===== config.mk =====
export PLATFORM = sky130hd
export DESIGN_NAME = cp0_unit
export DESIGN_NICKNAME = d
export VERILOG_FILES = /design/src/hw/mem_stage_pkg.sv /design/src/hw/cp0_unit.sv
export SDC_FILE = /design/constraint.sdc
export NUM_CORES = 1
export LEC_CHECK = 0
export BUFFER_PORTS_ARGS = -buffer_cell sky130_fd_sc_hd__buf_2
export CAP_MARGIN = 40
export CORE_MARGIN = 5
export CORE_UTILIZATION = 40
export DETAILED_ROUTE_END_ITERATION = 8
export PLACE_DENSITY = 0.76
export SYNTH_ARGS = -nofsm -noshare
export SYNTH_HDL_FRONTEND = slang
export SYNTH_SLANG_ARGS = --single-unit
export TNS_END_PERCENT = 5

===== constraint.sdc =====
create_clock -name clock -period 5.37 [get_ports clock]
set_input_delay 1.3425 -clock clock [delete_from_list [all_inputs] [get_ports clock]]
set_output_delay 1.3425 -clock clock [all_outputs]
set_load 0.01 [all_outputs]

===== src/hw/mem_stage_pkg.sv =====
package mem_stage_pkg;

    // Load size, as carried by the execute bundle.
    typedef enum logic [1:0] {
        LOAD_NONE,
        LOAD_BYTE,
        LOAD_WORD,
        LOAD_DOUBLE
    } load_kind_e;

    // Store size. Same encoding as the load sizes.
    typedef enum logic [1:0] {
        STORE_NONE,
        STORE_BYTE,
        STORE_WORD,
        STORE_DOUBLE
    } store_kind_e;

    // Execute to memory bundle.
    typedef struct packed {
        logic [63:0] alu_out;        // Address for loads and stores.
        logic [63:0] b_data;         // Store data, MTC0 source.
        logic [4:0]  w_regnum;
        logic [2:0]  sel;
        load_kind_e  mem_load_type;
        store_kind_e mem_store_type;
        logic        load_signed;
        logic        mfc0;
        logic        mtc0;
        logic        eret;
        logic        linkpc;
        logic [63:0] pc4;
        logic        overflow;
        logic        reserved_inst;
        logic        write_enable;
    } ex_regs_t;

    // Memory to writeback bundle.
    typedef struct packed {
        logic [63:0] epc;
        logic [63:0] w_data;
        logic [4:0]  w_regnum;
        logic        write_enable;
        logic        taken_handler;
    } mem_regs_t;

    // Data memory depth in doublewords.
    localparam int MEM_DWORDS  = 256;
    localparam int MEM_INDEX_W = $clog2(MEM_DWORDS);

    // CP0 register numbers, all at sel 0.
    localparam logic [4:0] CP0_STATUS = 5'd12;
    localparam logic [4:0] CP0_CAUSE  = 5'd13;
    localparam logic [4:0] CP0_EPC    = 5'd14;

    // Exception codes written into cause.
    localparam logic [4:0] EXC_INT = 5'd0;
    localparam logic [4:0] EXC_RI  = 5'd10;
    localparam logic [4:0] EXC_OV  = 5'd12;

endpackage


===== src/hw/cp0_unit.sv =====
`timescale 1ns/10ps

module cp0_unit (
    input  logic        clock,
    input  logic        reset,
    input  logic [63:0] wr_data,
    input  logic [4:0]  regnum,
    input  logic [2:0]  sel,
    input  logic [63:0] next_pc,
    input  logic        mtc0,
    input  logic        eret,
    input  logic [7:0]  interrupt_sources,
    input  logic        overflow,
    input  logic        reserved_inst,
    output logic [63:0] rd_data,
    output logic [63:0] epc,
    output logic        taken_handler
);
    import mem_stage_pkg::*;

    logic [7:0]  int_mask;       // Status 15:8.
    logic        exl;            // Status 1.
    logic        ie;             // Status 0.
    logic [4:0]  exc_code;       // Cause 6:2.
    logic [63:0] epc_reg;
    logic [7:0]  pending;
    logic        sel_zero;
    logic        status_wr;
    logic        epc_wr;
    logic [4:0]  exc_next;

    assign pending   = interrupt_sources & int_mask;
    assign sel_zero  = (sel == 3'd0);
    assign status_wr = mtc0 && sel_zero && (regnum == CP0_STATUS);
    assign epc_wr    = mtc0 && sel_zero && (regnum == CP0_EPC);

    // Interrupts only while enabled and not already in a handler.
    assign taken_handler = overflow || reserved_inst || ((|pending) && ie && !exl);

    // Overflow beats reserved instruction, which beats interrupt.
    always_comb begin
        if (overflow) begin
            exc_next = EXC_OV;
        end else if (reserved_inst) begin
            exc_next = EXC_RI;
        end else begin
            exc_next = EXC_INT;
        end
    end

    // MFC0 read, unknown registers give zero.
    always_comb begin
        rd_data = '0;
        if (sel_zero) begin
            case (regnum)
                CP0_STATUS: rd_data = {48'b0, int_mask, 6'b0, exl, ie};
                CP0_CAUSE:  rd_data = {48'b0, interrupt_sources, 1'b0, exc_code, 2'b0};
                CP0_EPC:    rd_data = epc_reg;
                default:    rd_data = '0;
            endcase
        end
    end

    // EPC as it will stand after the coming edge.
    always_comb begin
        epc = epc_reg;
        if (taken_handler) begin
            epc = next_pc;
        end else if (epc_wr) begin
            epc = wr_data;
        end
    end

    always_ff @(posedge clock, posedge reset) begin
        if (reset) begin
            int_mask <= '0;
            exl      <= 1'b0;
            ie       <= 1'b0;
            exc_code <= '0;
            epc_reg  <= '0;
        end else begin
            epc_reg <= epc;
            if (taken_handler) begin
                exl      <= 1'b1;
                exc_code <= exc_next;
            end else if (status_wr) begin
                int_mask <= wr_data[15:8];  // Other status bits are dropped.
                exl      <= wr_data[1];
                ie       <= wr_data[0];
            end else if (eret) begin
                exl <= 1'b0;
            end
        end
    end

    a_mtc0_eret_excl: assert property (
        @(posedge clock) disable iff (reset)
        !(mtc0 && eret)
    ) else $error("cp0_unit: mtc0 and eret in the same bundle");

endmodule


==> impl_metrics.ini <==
[sta]
finalHoldViolations = 0
skew_ns = 0.01384
fmax_ghz = 0.2224
whs_ns = 0.5078
setup_viol = 0
period_share = 0.8372
tns_ns = 0
max_slew.worst_pin.slew_ns = 0.8018
timing.slew.headroom = 0.4655
rsz0062_at_grt = no
fin_crit_ns = 4.496
maxSlewViolCount = 0

[cells_and_area]
finalNonFillerCells = 826
seqCellArea_um2 = 1927
multiInputGateArea_um2 = 2248
antenna_cells = 0
layout.nets = 831
area_delta_synth_final_pct = 38.69
largest_register_ffs = 64
fill_cells = 966
drive_gt1_frac = 0.4694

[synth]
syn-cell-area_um2 = 4349
avgSynthCellArea_um2 = 10.19
syn-instance-count = 427
synth_edf_count = 0
synthArstFlopShare = 1.000
yosysWarnings = 0
synth_most_common_cell = dfrtp_1
synth_common_cells = dfrtp_1, a21oi_1, a31oi_1, mux2i_1, and2_1
syn_nets = 577
synth_area_leaders = dfrtp_1, mux2i_1, a31oi_1, a21oi_1, and2_1
synth_seq_area_share = 0.4430
ys.flop_type = dfrtp_1
synth_top_area_cell = dfrtp_1
ys_ff_latch = 77
synth_top_area_frac = 0.4430
synth.distinct_cells = 29

[worst_setup_path]
worstPathRequired_ns = 4.03
path_max_fanout = 27
worst-path-stages = 7
r2r-end = int_mask[5]
end_kind = primary output
rr_startpoint = int_mask[3]
cp_slowest_cell = nor3b_4
critPathKind = in2out
cp.arrival_ns = 3.15
rr_worst_depth = 5
endpoint = rd_data[46]
r2r_setup_slack_ns = 3.22
cp_common_cell = buf_2
path_cells = buf_2, nand3b_4, nor3b_4, nor4b_4, buf_4, and2_1, buf_2
critPathLaunch = regnum[4]
start_kind = primary input
cp_num_buf_inv = 3
slowest_delay_ns = 0.54
crit_family = simple AND/OR/NAND/NOR gates

[drt]
vias_per_cell = 5.511
post_drt_wl_per_cell_um = 17.93
dr.pass1.iters = 6
drc = 0
drt_iter0_markers = 312
vias = 4552
drt_wl_total_mm = 14.81
antenna_left = 0

[floorplan]
initial_core_util = 0.4048
die_x_um = 114.3
die_area_um2 = 13060
core_area_um2 = 10750
num_rows = 38
die_h_um = 114.3
ioPinCount = 279

[clocking]
cts.sinks = 77
postCtsHoldBufs = 0
cts.clk_slew.worst_paths_ns = 0.08
numCtsBuffers = 9
clk_latency_ns = 0.35
htree_num_levels = 3
cts_tree = done
post_cts_buffers = 0
post_cts_resized = 0
cts_buffer_depth = 2
cts-root-buf = clkbuf_8

[power]
total_power_w = 0.001339
ir_drop_uv = 131.0
power_leakage_nw = 3.391
power.density_nw_per_um2 = 222.0

[global_routing]
grt_max_degree = 79
antenna_found_initial = 0
grt_use_total = 0.2223
grt_pass1_vias = 4642
overflow = 0
grt_pass1_wl_mm = 23.27

[status]
status = finished, final reports clean

[placed_design]
place_inst = 810
hpwl_mm = 11.02
port_buffers = 278
gp_congestion = 0.9150

[hold_path]
hp-class = reg2reg

[flow_run]
maxCapViolCount = 0
area by class of cell:
cell class,instances,share of cell area
clock buffers,12,0.02406
clock inverters,4,0.007882
inverters,1,0.0008297
multi-input cells,305,0.3727
flip-flops and latches,77,0.3194
well taps,140,0.02904
repair buffers,287,0.2460
metal layers:
layer  global-route usage  routed length (um)  vias up  share of wire
li1                     -                   -     2122              -
met1               0.2618                5678     2160           0.38
met2               0.3833                7587      243           0.51
met3              0.06342                1248       27          0.084
met4              0.08551                 295        0          0.020
met5                    0                   0        -              0
power by group:
group | internal [W] | switching [W]
clock network | 0.000227 | 0.000214
logic | 0.000113 | 0.000138
registers | 0.000623 | 0.0000246
kinds of logic after synthesis:
logic type	after synthesis	share of synthesized area
flip-flops	77	0.4430
AO/OA/AOI/OAI	149	0.2071
buffers and inverters	45	0.04747
AND/OR/NAND/NOR	83	0.1318
multiplexers	73	0.1706
per-stage QoR:
stage | util | instance area, um^2 | setup WS [ns]
after floorplan | - | 4349 | 1.495
after global placement | 0.5434 | 5839 | 0.9506
after detailed placement | 0.5434 | 5839 | 0.8859
after CTS | 0.5614 | 6032 | 0.8827
after global routing | 0.5614 | 6032 | 0.7582
final | 0.5614 | 6032 | 0.8743
layout by cell type, fill, tap and decap left out, types with 2 or more instances in the layout:
cell	count
clkinv_2	3
a22oi_1	9
buf_12	2
and2_1	51
mux2i_1	64
a222oi_1	8
mux2_2	9
a31oi_1	64
dfrtp_1	77
nor4b_4	3
buf_4	7
clkbuf_1	2
buf_2	278
nor3b_1	2
nand2_1	5
nor2_1	14
clkbuf_8	10
a21oi_1	65
worst min-delay path, delay by kind of cell, from the launching register on:
family           cells  cell delay [ns]
AND/OR/NAND/NOR      2             0.11
flip-flops           1             0.37
worst min-delay path by stage:
stage	start	end	slack, ns	depth (start not counted)
after floorplan	exc_code[3]	exc_code[3]	0.45	2
after global placement	exc_code[3]	exc_code[3]	0.49	2
after detailed placement	exc_code[3]	exc_code[3]	0.50	2
after CTS	exc_code[3]	exc_code[3]	0.52	2
after global routing	exc_code[2]	exc_code[2]	0.57	1
final	exc_code[3]	exc_code[3]	0.51	2
No activity file was read; power rests on OpenSTA's default activity.
