`src/hw/mem_stage_pkg.sv`:
```
package mem_stage_pkg;

    // Load size, as carried by the execute bundle.
    typedef enum logic [1:0] {
        LOAD_NONE,
        LOAD_BYTE,
        LOAD_WORD,
        LOAD_DOUBLE
    } load_kind_e;

    // Store size. Same encoding as the load sizes.
    typedef enum logic [1:0] {
        STORE_NONE,
        STORE_BYTE,
        STORE_WORD,
        STORE_DOUBLE
    } store_kind_e;

    // Execute to memory bundle.
    typedef struct packed {
        logic [63:0] alu_out;        // Address for loads and stores.
        logic [63:0] b_data;         // Store data, MTC0 source.
        logic [4:0]  w_regnum;
        logic [2:0]  sel;
        load_kind_e  mem_load_type;
        store_kind_e mem_store_type;
        logic        load_signed;
        logic        mfc0;
        logic        mtc0;
        logic        eret;
        logic        linkpc;
        logic [63:0] pc4;
        logic        overflow;
        logic        reserved_inst;
        logic        write_enable;
    } ex_regs_t;

    // Memory to writeback bundle.
    typedef struct packed {
        logic [63:0] epc;
        logic [63:0] w_data;
        logic [4:0]  w_regnum;
        logic        write_enable;
        logic        taken_handler;
    } mem_regs_t;

    // Data memory depth in doublewords.
    localparam int MEM_DWORDS  = 256;
    localparam int MEM_INDEX_W = $clog2(MEM_DWORDS);

    // CP0 register numbers, all at sel 0.
    localparam logic [4:0] CP0_STATUS = 5'd12;
    localparam logic [4:0] CP0_CAUSE  = 5'd13;
    localparam logic [4:0] CP0_EPC    = 5'd14;

    // Exception codes written into cause.
    localparam logic [4:0] EXC_INT = 5'd0;
    localparam logic [4:0] EXC_RI  = 5'd10;
    localparam logic [4:0] EXC_OV  = 5'd12;

endpackage

```
`src/hw/load_align.sv`:
```
`timescale 1ns/10ps

module load_align (
    input  logic [63:0]              rdata,
    input  logic [2:0]               offset,
    input  mem_stage_pkg::load_kind_e load_type,
    input  logic                     load_signed,
    output logic [63:0]              load_data
);
    import mem_stage_pkg::*;

    logic [7:0]  byte_val;
    logic [31:0] word_val;

    assign byte_val = rdata[offset*8 +: 8];                  // Lane by bits 2:0.
    assign word_val = offset[2] ? rdata[63:32] : rdata[31:0];

    always_comb begin
        case (load_type)
            LOAD_BYTE: begin
                if (load_signed) begin
                    load_data = {{56{byte_val[7]}}, byte_val};
                end else begin
                    load_data = {56'b0, byte_val};
                end
            end
            LOAD_WORD: begin
                if (load_signed) begin
                    load_data = {{32{word_val[31]}}, word_val};
                end else begin
                    load_data = {32'b0, word_val};
                end
            end
            LOAD_DOUBLE: load_data = rdata;
            default:     load_data = '0;                    // Not a load, top uses ALU value.
        endcase
    end

endmodule

```
`config.mk`:
```
export PLATFORM = sky130hd
export DESIGN_NAME = load_align
export DESIGN_NICKNAME = d
export VERILOG_FILES = /design/src/hw/mem_stage_pkg.sv /design/src/hw/load_align.sv
export SDC_FILE = /design/constraint.sdc
export NUM_CORES = 1
export LEC_CHECK = 0
export BUFFER_PORTS_ARGS = -buffer_cell sky130_fd_sc_hd__buf_2
export CORE_MARGIN = 8
export CORE_UTILIZATION = 42
export DETAILED_ROUTE_END_ITERATION = 16
export GPL_TIMING_DRIVEN = 0
export PLACE_DENSITY = 0.87
export REMOVE_ABC_BUFFERS = 1
export SYNTH_ARGS = -nofsm -noshare
export SYNTH_HDL_FRONTEND = slang
export SYNTH_SLANG_ARGS = --single-unit
```
`constraint.sdc`:
```
create_clock -name vclk -period 1.7
set_clock_uncertainty 0.1 [all_clocks]
set_input_delay 0.085 -clock vclk [all_inputs]
set_output_delay 0.085 -clock vclk [all_outputs]
set_load 0.05 [all_outputs]
```
==> impl_metrics.yaml, run 1 <==
flow_run:
  maxCapViolations: 0
floorplanning:
  io-pin-count: 134
  initial_core_util: 0.429
  die-width_um: 79.5
  std_cell_rows: 23
  core_area_mm2: 0.00394
  die_h_um: 79.5
  die_area_mm2: 0.00631
worst_setup_path:
  cpMostUsedCell: "buf_6"
  end_kind: "output pin"
  path_cells: "buf_16 -> mux2i_4 -> a211oi_2 -> nand4_1 -> buf_8 -> buf_6 -> buf_12 -> o21ai_2 -> buf_6"
  worst-path-max-fanout: 6
  max_stage_delay_ps: 230
  cp-start-kind: "input port"
  criticalPathCategory: "in2out"
  crit_start: "offset[1]"
  cp.arrival_ps: 1500
  crit_end: "load_data[23]"
  cp_data_required_time_ps: 1510
  cpMaxStageDelayCell: "nand4_1"
power_and_ir_drop:
  ir_worst_vdd_v: 0.000271
  p_per_area_mw_per_mm2: 479
  total_power_mw: 1.33
  p_leak_nw: 1.47
logic_synthesis:
  ys_types: 23
  synth_area_mm2: 0.00169
  yosys_warnings: 0
  netlist_instances: 197
  yosysSeqAreaShare: 0
  syn_avg_cell_area_um2: 8.59
drt:
  totalWireLength_um: 7670
  dr.pass1.iters: 4
  drcViolationCount: 0
  routedWlPerCell_um: 20.6
  viasPerCell: 6.09
  drt_iter0_drc: 163
  vias: 2271
  detail-route-antenna-nets: 0
placement:
  port_buffers: 134
  dp_hpwl_um: 5030
  dpl_cell_area_mm2: 0.00233
  gp_congestion: 0.826
grt:
  antenna_found_initial: 0
  grt_pass1_wl_um: 11000
  overflow: 0
  grt_usage: 0.203
  gr-usage-met3: 0.0541
  grt-busiest-layer: "met2"
  use_met1: 0.240
  grt_use_met2: 0.362
  grt_pass1_vias: 2225
  grt_max_degree: 65
finish:
  nClkBuffers: 0
  drive_above_1_share: 0.644
  nNetsFinal: 395
  syn_to_final_growth_pct: 64.0
  antenna_cells: 0
  layout_common_cells: "76 x buf_2, 51 x buf_4, 43 x mux2i_1"
  final_common_cell: "buf_2"
  seq_area_um2: 0
  seq_cell_count: 0
  fin_area_mm2: 0.00277
sta:
  tightest_slew_ps: 857
  slew_viol_final: 0
  hold_viol: 0
  fmax_mhz: 593
  layout_min_cycle_time_ps: 1690
  rsz0062_at_grt: "yes"
  whs_ps: 514
  final-setup-viol-count: 0
  slew_headroom: 0.429
  fin_crit_sh: 0.992
status:
  outcome: "complete, no violations"
min_path:
  worstHoldPathType: "in2out"
cts:
  holdBufCountCts: 0
==> critical path: cells and delay by family <==
family,cells,cell delay (ps)
compound gates,2,240
simple gates,1,230
mux,1,190
buf+inv,5,760
==> cell families (layout without fill, tap and decap cells) <==
family | after synthesis | count (layout) | synth area share
buffers and inverters | 31 | 157 | 0.111
AND/OR/NAND/NOR | 10 | 10 | 0.0362
multiplexers | 58 | 58 | 0.464
AO/OA/AOI/OAI | 98 | 98 | 0.388
==> synthesized netlist by cell type <==
cell type,instances,area (um^2)
nand3b_1,1,7.51
buf_6,6,67.6
nand2b_1,2,12.5
nand4_1,2,12.5
buf_4,4,30.0
mux2i_1,44,440
buf_2,9,45.0
nor2_1,1,3.75
mux4_2,6,135
a21oi_1,33,165
o21ai_2,40,350
nand2_1,1,3.75
nor2b_1,1,6.26
o21ai_0,16,80.1
a211oi_2,1,12.5
o22ai_1,7,43.8
inv_1,1,3.75
nand3_1,1,5.00
nor3_2,1,10.0
o21ai_1,1,5.00
mux4_1,8,210
clkbuf_1,10,37.5
inv_2,1,3.75
==> how the worst min path moves through the flow <==
stage | startpoint | end | slack [ps] | cells past startpoint
6_report | rdata[51] | load_data[51] | 510 | 4
5_1_grt | rdata[51] | load_data[51] | 540 | 4
4_1_cts | rdata[26] | load_data[26] | 520 | 4
3_5_place_dp | rdata[18] | load_data[18] | 570 | 4
3_3_place_gp | rdata[16] | load_data[16] | 560 | 4
2_1_floorplan | load_type[0] | load_data[32] | 390 | 2
==> final cells by class <==
cell class	count	area, um^2
fill	294	1170
inverter	2	10.0
multi-input combinational	166	1550
tap	50	62.6
timing repair buffer	155	1160
==> metrics by stage <==
stage | utilization | setup slack [ps] | setup TNS [ps] | std cells
2_1_floorplan | - | -2310 | -115420 | 168
4_1_cts | 0.657 | -8.10 | -13.2 | 366
6_report | 0.704 | 13.3 | 0 | 373
3_5_place_dp | 0.592 | -1500 | -76530 | 357
3_3_place_gp | 0.569 | -3000 | -172270 | 352
5_1_grt | 0.704 | -58.8 | -935 | 373
==> per-layer routing <==
| layer | part of all wire | wire [um] |
|---|---|---|
| met1 | 0.37 | 2850 |
| met2 | 0.51 | 3920 |
| met3 | 0.10 | 786 |
| met4 | 0.014 | 109 |
| met5 | 0 | 0 |
==> where the power goes <==
group | internal (mW) | total, mW | switching, mW | leakage, nW
Clock | 0 | 0 | 0 | 0
Sequential | 0 | 0 | 0 | 0
Combinational | 0.471 | 1.33 | 0.857 | 1.47
Total | 0.471 | 1.33 | 0.857 | 1.47
==> timing repair <==
action	CTS	global route
resized for setup	62	43
pin swaps	2	2
endpoints found under the setup margin	64	58
setup buffers	9	7
Power figures use the tool's default switching activity.
==> run 2, diff against run 1 <==
--- a/config.mk
+++ b/config.mk
@@ -7,10 +7,10 @@
 export LEC_CHECK = 0
 export BUFFER_PORTS_ARGS = -buffer_cell sky130_fd_sc_hd__buf_2
 export CORE_MARGIN = 8
-export CORE_UTILIZATION = 42
+export CORE_UTILIZATION = 41
 export DETAILED_ROUTE_END_ITERATION = 16
 export GPL_TIMING_DRIVEN = 0
-export PLACE_DENSITY = 0.87
+export PLACE_DENSITY = 0.84
 export REMOVE_ABC_BUFFERS = 1
 export SYNTH_ARGS = -nofsm -noshare
 export SYNTH_HDL_FRONTEND = slang
==> run 2 against run 1 <==
Compared with the run above:
- the flow now finishes with violations (negative setup slack)
- sequential share of layout area stayed put
- flip-flop and latch count unchanged
- setup slack got worse by 34 ps
- count of clock-buffer cells in the layout stayed put
- cell area down 3.2%
- final cell count fell by 0.80%
- die area rose by 1.9%
- critical path type unchanged
==> impl_metrics.yaml, run 2 (synthesized netlist as in run 1, its figures left out) <==
floorplanning:
  die-width_um: 80.2
  io-pin-count: 134
  die_h_um: 80.2
  core_area_mm2: 0.00400
  initial_core_util: 0.423
  std_cell_rows: 23
  die_area_mm2: 0.00644
sta:
  setup-tns-final_ps: -62.8
  tightest_slew_ps: 837
  rsz0062_at_grt: "yes"
  whs_ps: 516
  fmax_mhz: 581
  hold_viol: 0
  final-setup-viol-count: 7
  finalWorstSetupSlack_ps: -20.7
  fin_crit_sh: 1.01
  layout_min_cycle_time_ps: 1720
  slew_headroom: 0.442
  slew_viol_final: 0
finish:
  final_common_cell: "buf_2"
  antenna_cells: 0
  drive_above_1_share: 0.638
  fin_area_mm2: 0.00269
  seq_cell_count: 0
  seq_area_um2: 0
  syn_to_final_growth_pct: 58.8
  layout_common_cells: "85 x buf_2, 44 x buf_4, 43 x mux2i_1"
  nNetsFinal: 392
  nClkBuffers: 0
grt:
  antenna_found_initial: 0
  grt_pass1_wl_um: 10700
  grt_usage: 0.198
  overflow: 0
  grt_pass1_vias: 2141
  grt_max_degree: 65
drt:
  drt_iter0_drc: 81
  routedWlPerCell_um: 20.0
  dr.pass1.iters: 4
  detail-route-antenna-nets: 0
  totalWireLength_um: 7400
  viasPerCell: 6.05
  vias: 2240
  drcViolationCount: 0
worst_setup_path:
  cp-start-kind: "input port"
  end_kind: "output pin"
  cp_data_required_time_ps: 1510
  worst-path-max-fanout: 17
  criticalPathCategory: "in2out"
  cp.arrival_ps: 1540
status:
  outcome: "complete, but fails checks"
  violations: "negative setup slack"
power_and_ir_drop:
  ir_worst_vdd_v: 0.000220
  power.internal_mw: 0.441
  total_power_mw: 1.29
  clockPowerShare: 0
  switching_power_mw: 0.844
  seq_power_share: 0
  p_leak_nw: 1.44
  p_comb_frac: 1.000
  switching_share: 0.657
  p_per_area_mw_per_mm2: 479
placement:
  port_buffers: 134
  dpl_cell_area_mm2: 0.00236
  gp_congestion: 0.816
  dp_hpwl_um: 5110
min_path:
  worstHoldPathType: "in2out"
cts:
  holdBufCountCts: 0
flow_run:
  maxCapViolations: 0
==> run 2: changes by cell type in the layout (fill, tap and decap cells not counted), sizes merged <==
cell,before,now
buf,150,142
clkbuf,5,10
==> run 2: final cells by class <==
class              count  area [um^2]
multi-input cells    166         1530
repair buffers       152         1080
well taps             50         62.6
fillers              312         1310
inverters              2         10.0
==> run 2: power by group through the flow <==
stage	registers (mW)	logic, mW	clock network [mW]
floorplan	0	0.826	0
global placement	0	1.14	0
detailed placement	0	1.17	0
CTS	0	1.24	0
global route	0	1.35	0
finish	0	1.29	0
==> run 2: metal layers <==
metal,global-route usage,wire length [um],vias to the layer above
li1,-,-,1042
met1,0.243,3020,1068
met2,0.363,3750,113
met3,0.0246,498,17
met4,0.0273,125,0
met5,0,0,-
==> run 2: through the flow <==
step                instances   util  setup WS [ps]
floorplan                 168      -          -2310
global placement          352  0.561          -3100
detailed placement        358  0.591          -1220
CTS                       362  0.634           6.67
global route              370  0.672          -88.7
finish                    370  0.672          -20.7
==> run 2: repair_timing <==
item | in CTS | in global routing
gates cloned | 0 | 1
pin swaps | 2 | 2
setup buffers | 4 | 7
gates resized for setup | 50 | 22
endpoints found under the setup margin | 64 | 48
==> run 2: worst paths after layout <==
path              startpoint       endpoint  slack (ps)  cells after the start
setup / recovery   offset[0]  load_data[19]         -20                      9
hold / removal     rdata[25]  load_data[25]         520                      4
==> run 2: critical path: stages <==
cell and delay, ps:
buf_8 140, mux2i_1 270, nand3_1 140, nand4_1 130
buf_6 130, buf_4 130, buf_12 150, o21ai_0 100
buf_4 230
==> run 3, diff against run 2 <==
--- a/config.mk
+++ b/config.mk
@@ -6,7 +6,6 @@
 export NUM_CORES = 1
 export LEC_CHECK = 0
 export BUFFER_PORTS_ARGS = -buffer_cell sky130_fd_sc_hd__buf_2
-export CORE_MARGIN = 8
 export CORE_UTILIZATION = 41
 export DETAILED_ROUTE_END_ITERATION = 16
 export GPL_TIMING_DRIVEN = 0
==> run 3 against run 2 <==
Compared with the run above:
- the flow now finishes without violations
- wire length decreased by 16%
- core utilization increased by 3.5 points
- first-iteration DRC count decreased by 16%
- final cell count decreased by 1.4%
- die area decreased by 32%
- power decreased by 0.44%
- global-route usage increased by 5.9 points
- via count decreased by 3.2%
- critical endpoint is now load_data[20]
==> impl_metrics.yaml, run 3 (synthesized netlist as in run 1, its figures left out) <==
grt:
  grt_pass1_wl_um: 9000
  grt_usage: 0.257
  antenna_found_initial: 0
  grt_max_degree: 65
  overflow: 0
  grt_pass1_vias: 1917
worst_setup_path:
  cp.arrival_ps: 1480
  cp_data_required_time_ps: 1510
  end_kind: "output pin"
  worst-path-max-fanout: 18
  cp-start-kind: "input port"
  criticalPathCategory: "in2out"
power_and_ir_drop:
  seq_power_share: 0
  total_power_mw: 1.28
  switching_share: 0.654
  p_comb_frac: 1.000
  p_leak_nw: 1.43
  power.internal_mw: 0.443
  p_per_area_mw_per_mm2: 477
  switching_power_mw: 0.837
  clockPowerShare: 0
  ir_worst_vdd_v: 0.000307
sta:
  finalWorstSetupSlack_ps: 37.2
  whs_ps: 517
  fmax_mhz: 601
  tightest_slew_ps: 850
  slew_headroom: 0.434
  setup-tns-final_ps: 0
  slew_viol_final: 0
  hold_viol: 0
  layout_min_cycle_time_ps: 1660
  fin_crit_sh: 0.978
  rsz0062_at_grt: "yes"
  final-setup-viol-count: 0
floorplanning:
  core_area_mm2: 0.00380
  std_cell_rows: 22
  io-pin-count: 134
  initial_core_util: 0.445
  die-width_um: 66.2
  die_area_mm2: 0.00439
  die_h_um: 66.2
finish:
  post-route-util: 0.707
  antenna_cells: 0
  syn_to_final_growth_pct: 58.7
  seq_cell_count: 0
  layout_common_cells: "82 x buf_2, 42 x mux2i_1, 41 x o21ai_2"
  nNetsFinal: 389
  final_common_cell: "buf_2"
  fin_area_mm2: 0.00269
  nClkBuffers: 0
  drive_above_1_share: 0.644
  seq_area_um2: 0
  stdcell_count: 365
placement:
  dp_cells: 355
  port_buffers: 134
  place_ws_ps: -1260
  dp_hpwl_um: 4160
  gp_congestion: 0.742
  dpl_cell_area_mm2: 0.00234
drt:
  viasPerCell: 5.94
  vias: 2169
  routedWlPerCell_um: 17.1
  detail-route-antenna-nets: 0
  drcViolationCount: 0
  drt_iter0_drc: 68
  dr.pass1.iters: 4
  totalWireLength_um: 6240
status:
  outcome: "complete, no violations"
min_path:
  worstHoldPathType: "in2out"
flow_run:
  maxCapViolations: 0
==> run 3: changes by cell type in the layout (fill, tap and decap cells not counted), sizes merged <==
cell    previous run  this run
buf              142       127
clkbuf            10        22
==> run 3: layer usage <==
layer	GRT usage	share of wire	vias up
li1	-	-	1034
met1	0.299	0.40	1028
met2	0.523	0.54	101
met3	0.0155	0.058	6
met4	0.0160	0.0061	0
met5	0	0	-
==> run 3: power groups by stage <==
stage                     Sequential (mW)  Clock [mW]  Combinational [mW]
final                                   0           0                1.28
after floorplan                         0           0               0.826
after global routing                    0           0                1.34
after global placement                  0           0                1.13
after detailed placement                0           0                1.15
after CTS                               0           0                1.18
==> run 3: critical path: stages <==
cell      delay (ps)
buf_12           140
mux2i_4          190
a211oi_2         170
nand4_1          160
buf_4            190
buf_12           150
o21ai_0          120
buf_4            260
==> run 3: cell type report <==
class                           instances  area, um^2
Multi-Input combinational cell        166        1550
Fill cell                             311        1110
Timing Repair Buffer                  149        1060
Tap cell                               48        60.1
Inverter                                2        10.0
==> run 3: path summary, 6_finish.rpt <==
kind / startpoint / end / slack [ps] / depth (start not counted)
max: offset[1] / load_data[20] / 40 / 8
min: rdata[8] / load_data[8] / 520 / 4
==> run 3: repair_timing <==
action | in CTS | in global routing
gates resized for setup | 25 | 78
setup buffers | 3 | 6
hold buffers | 0 | 0
gates cloned | 0 | 1
pin swaps | 2 | 2
endpoints found under the setup margin | 64 | 54
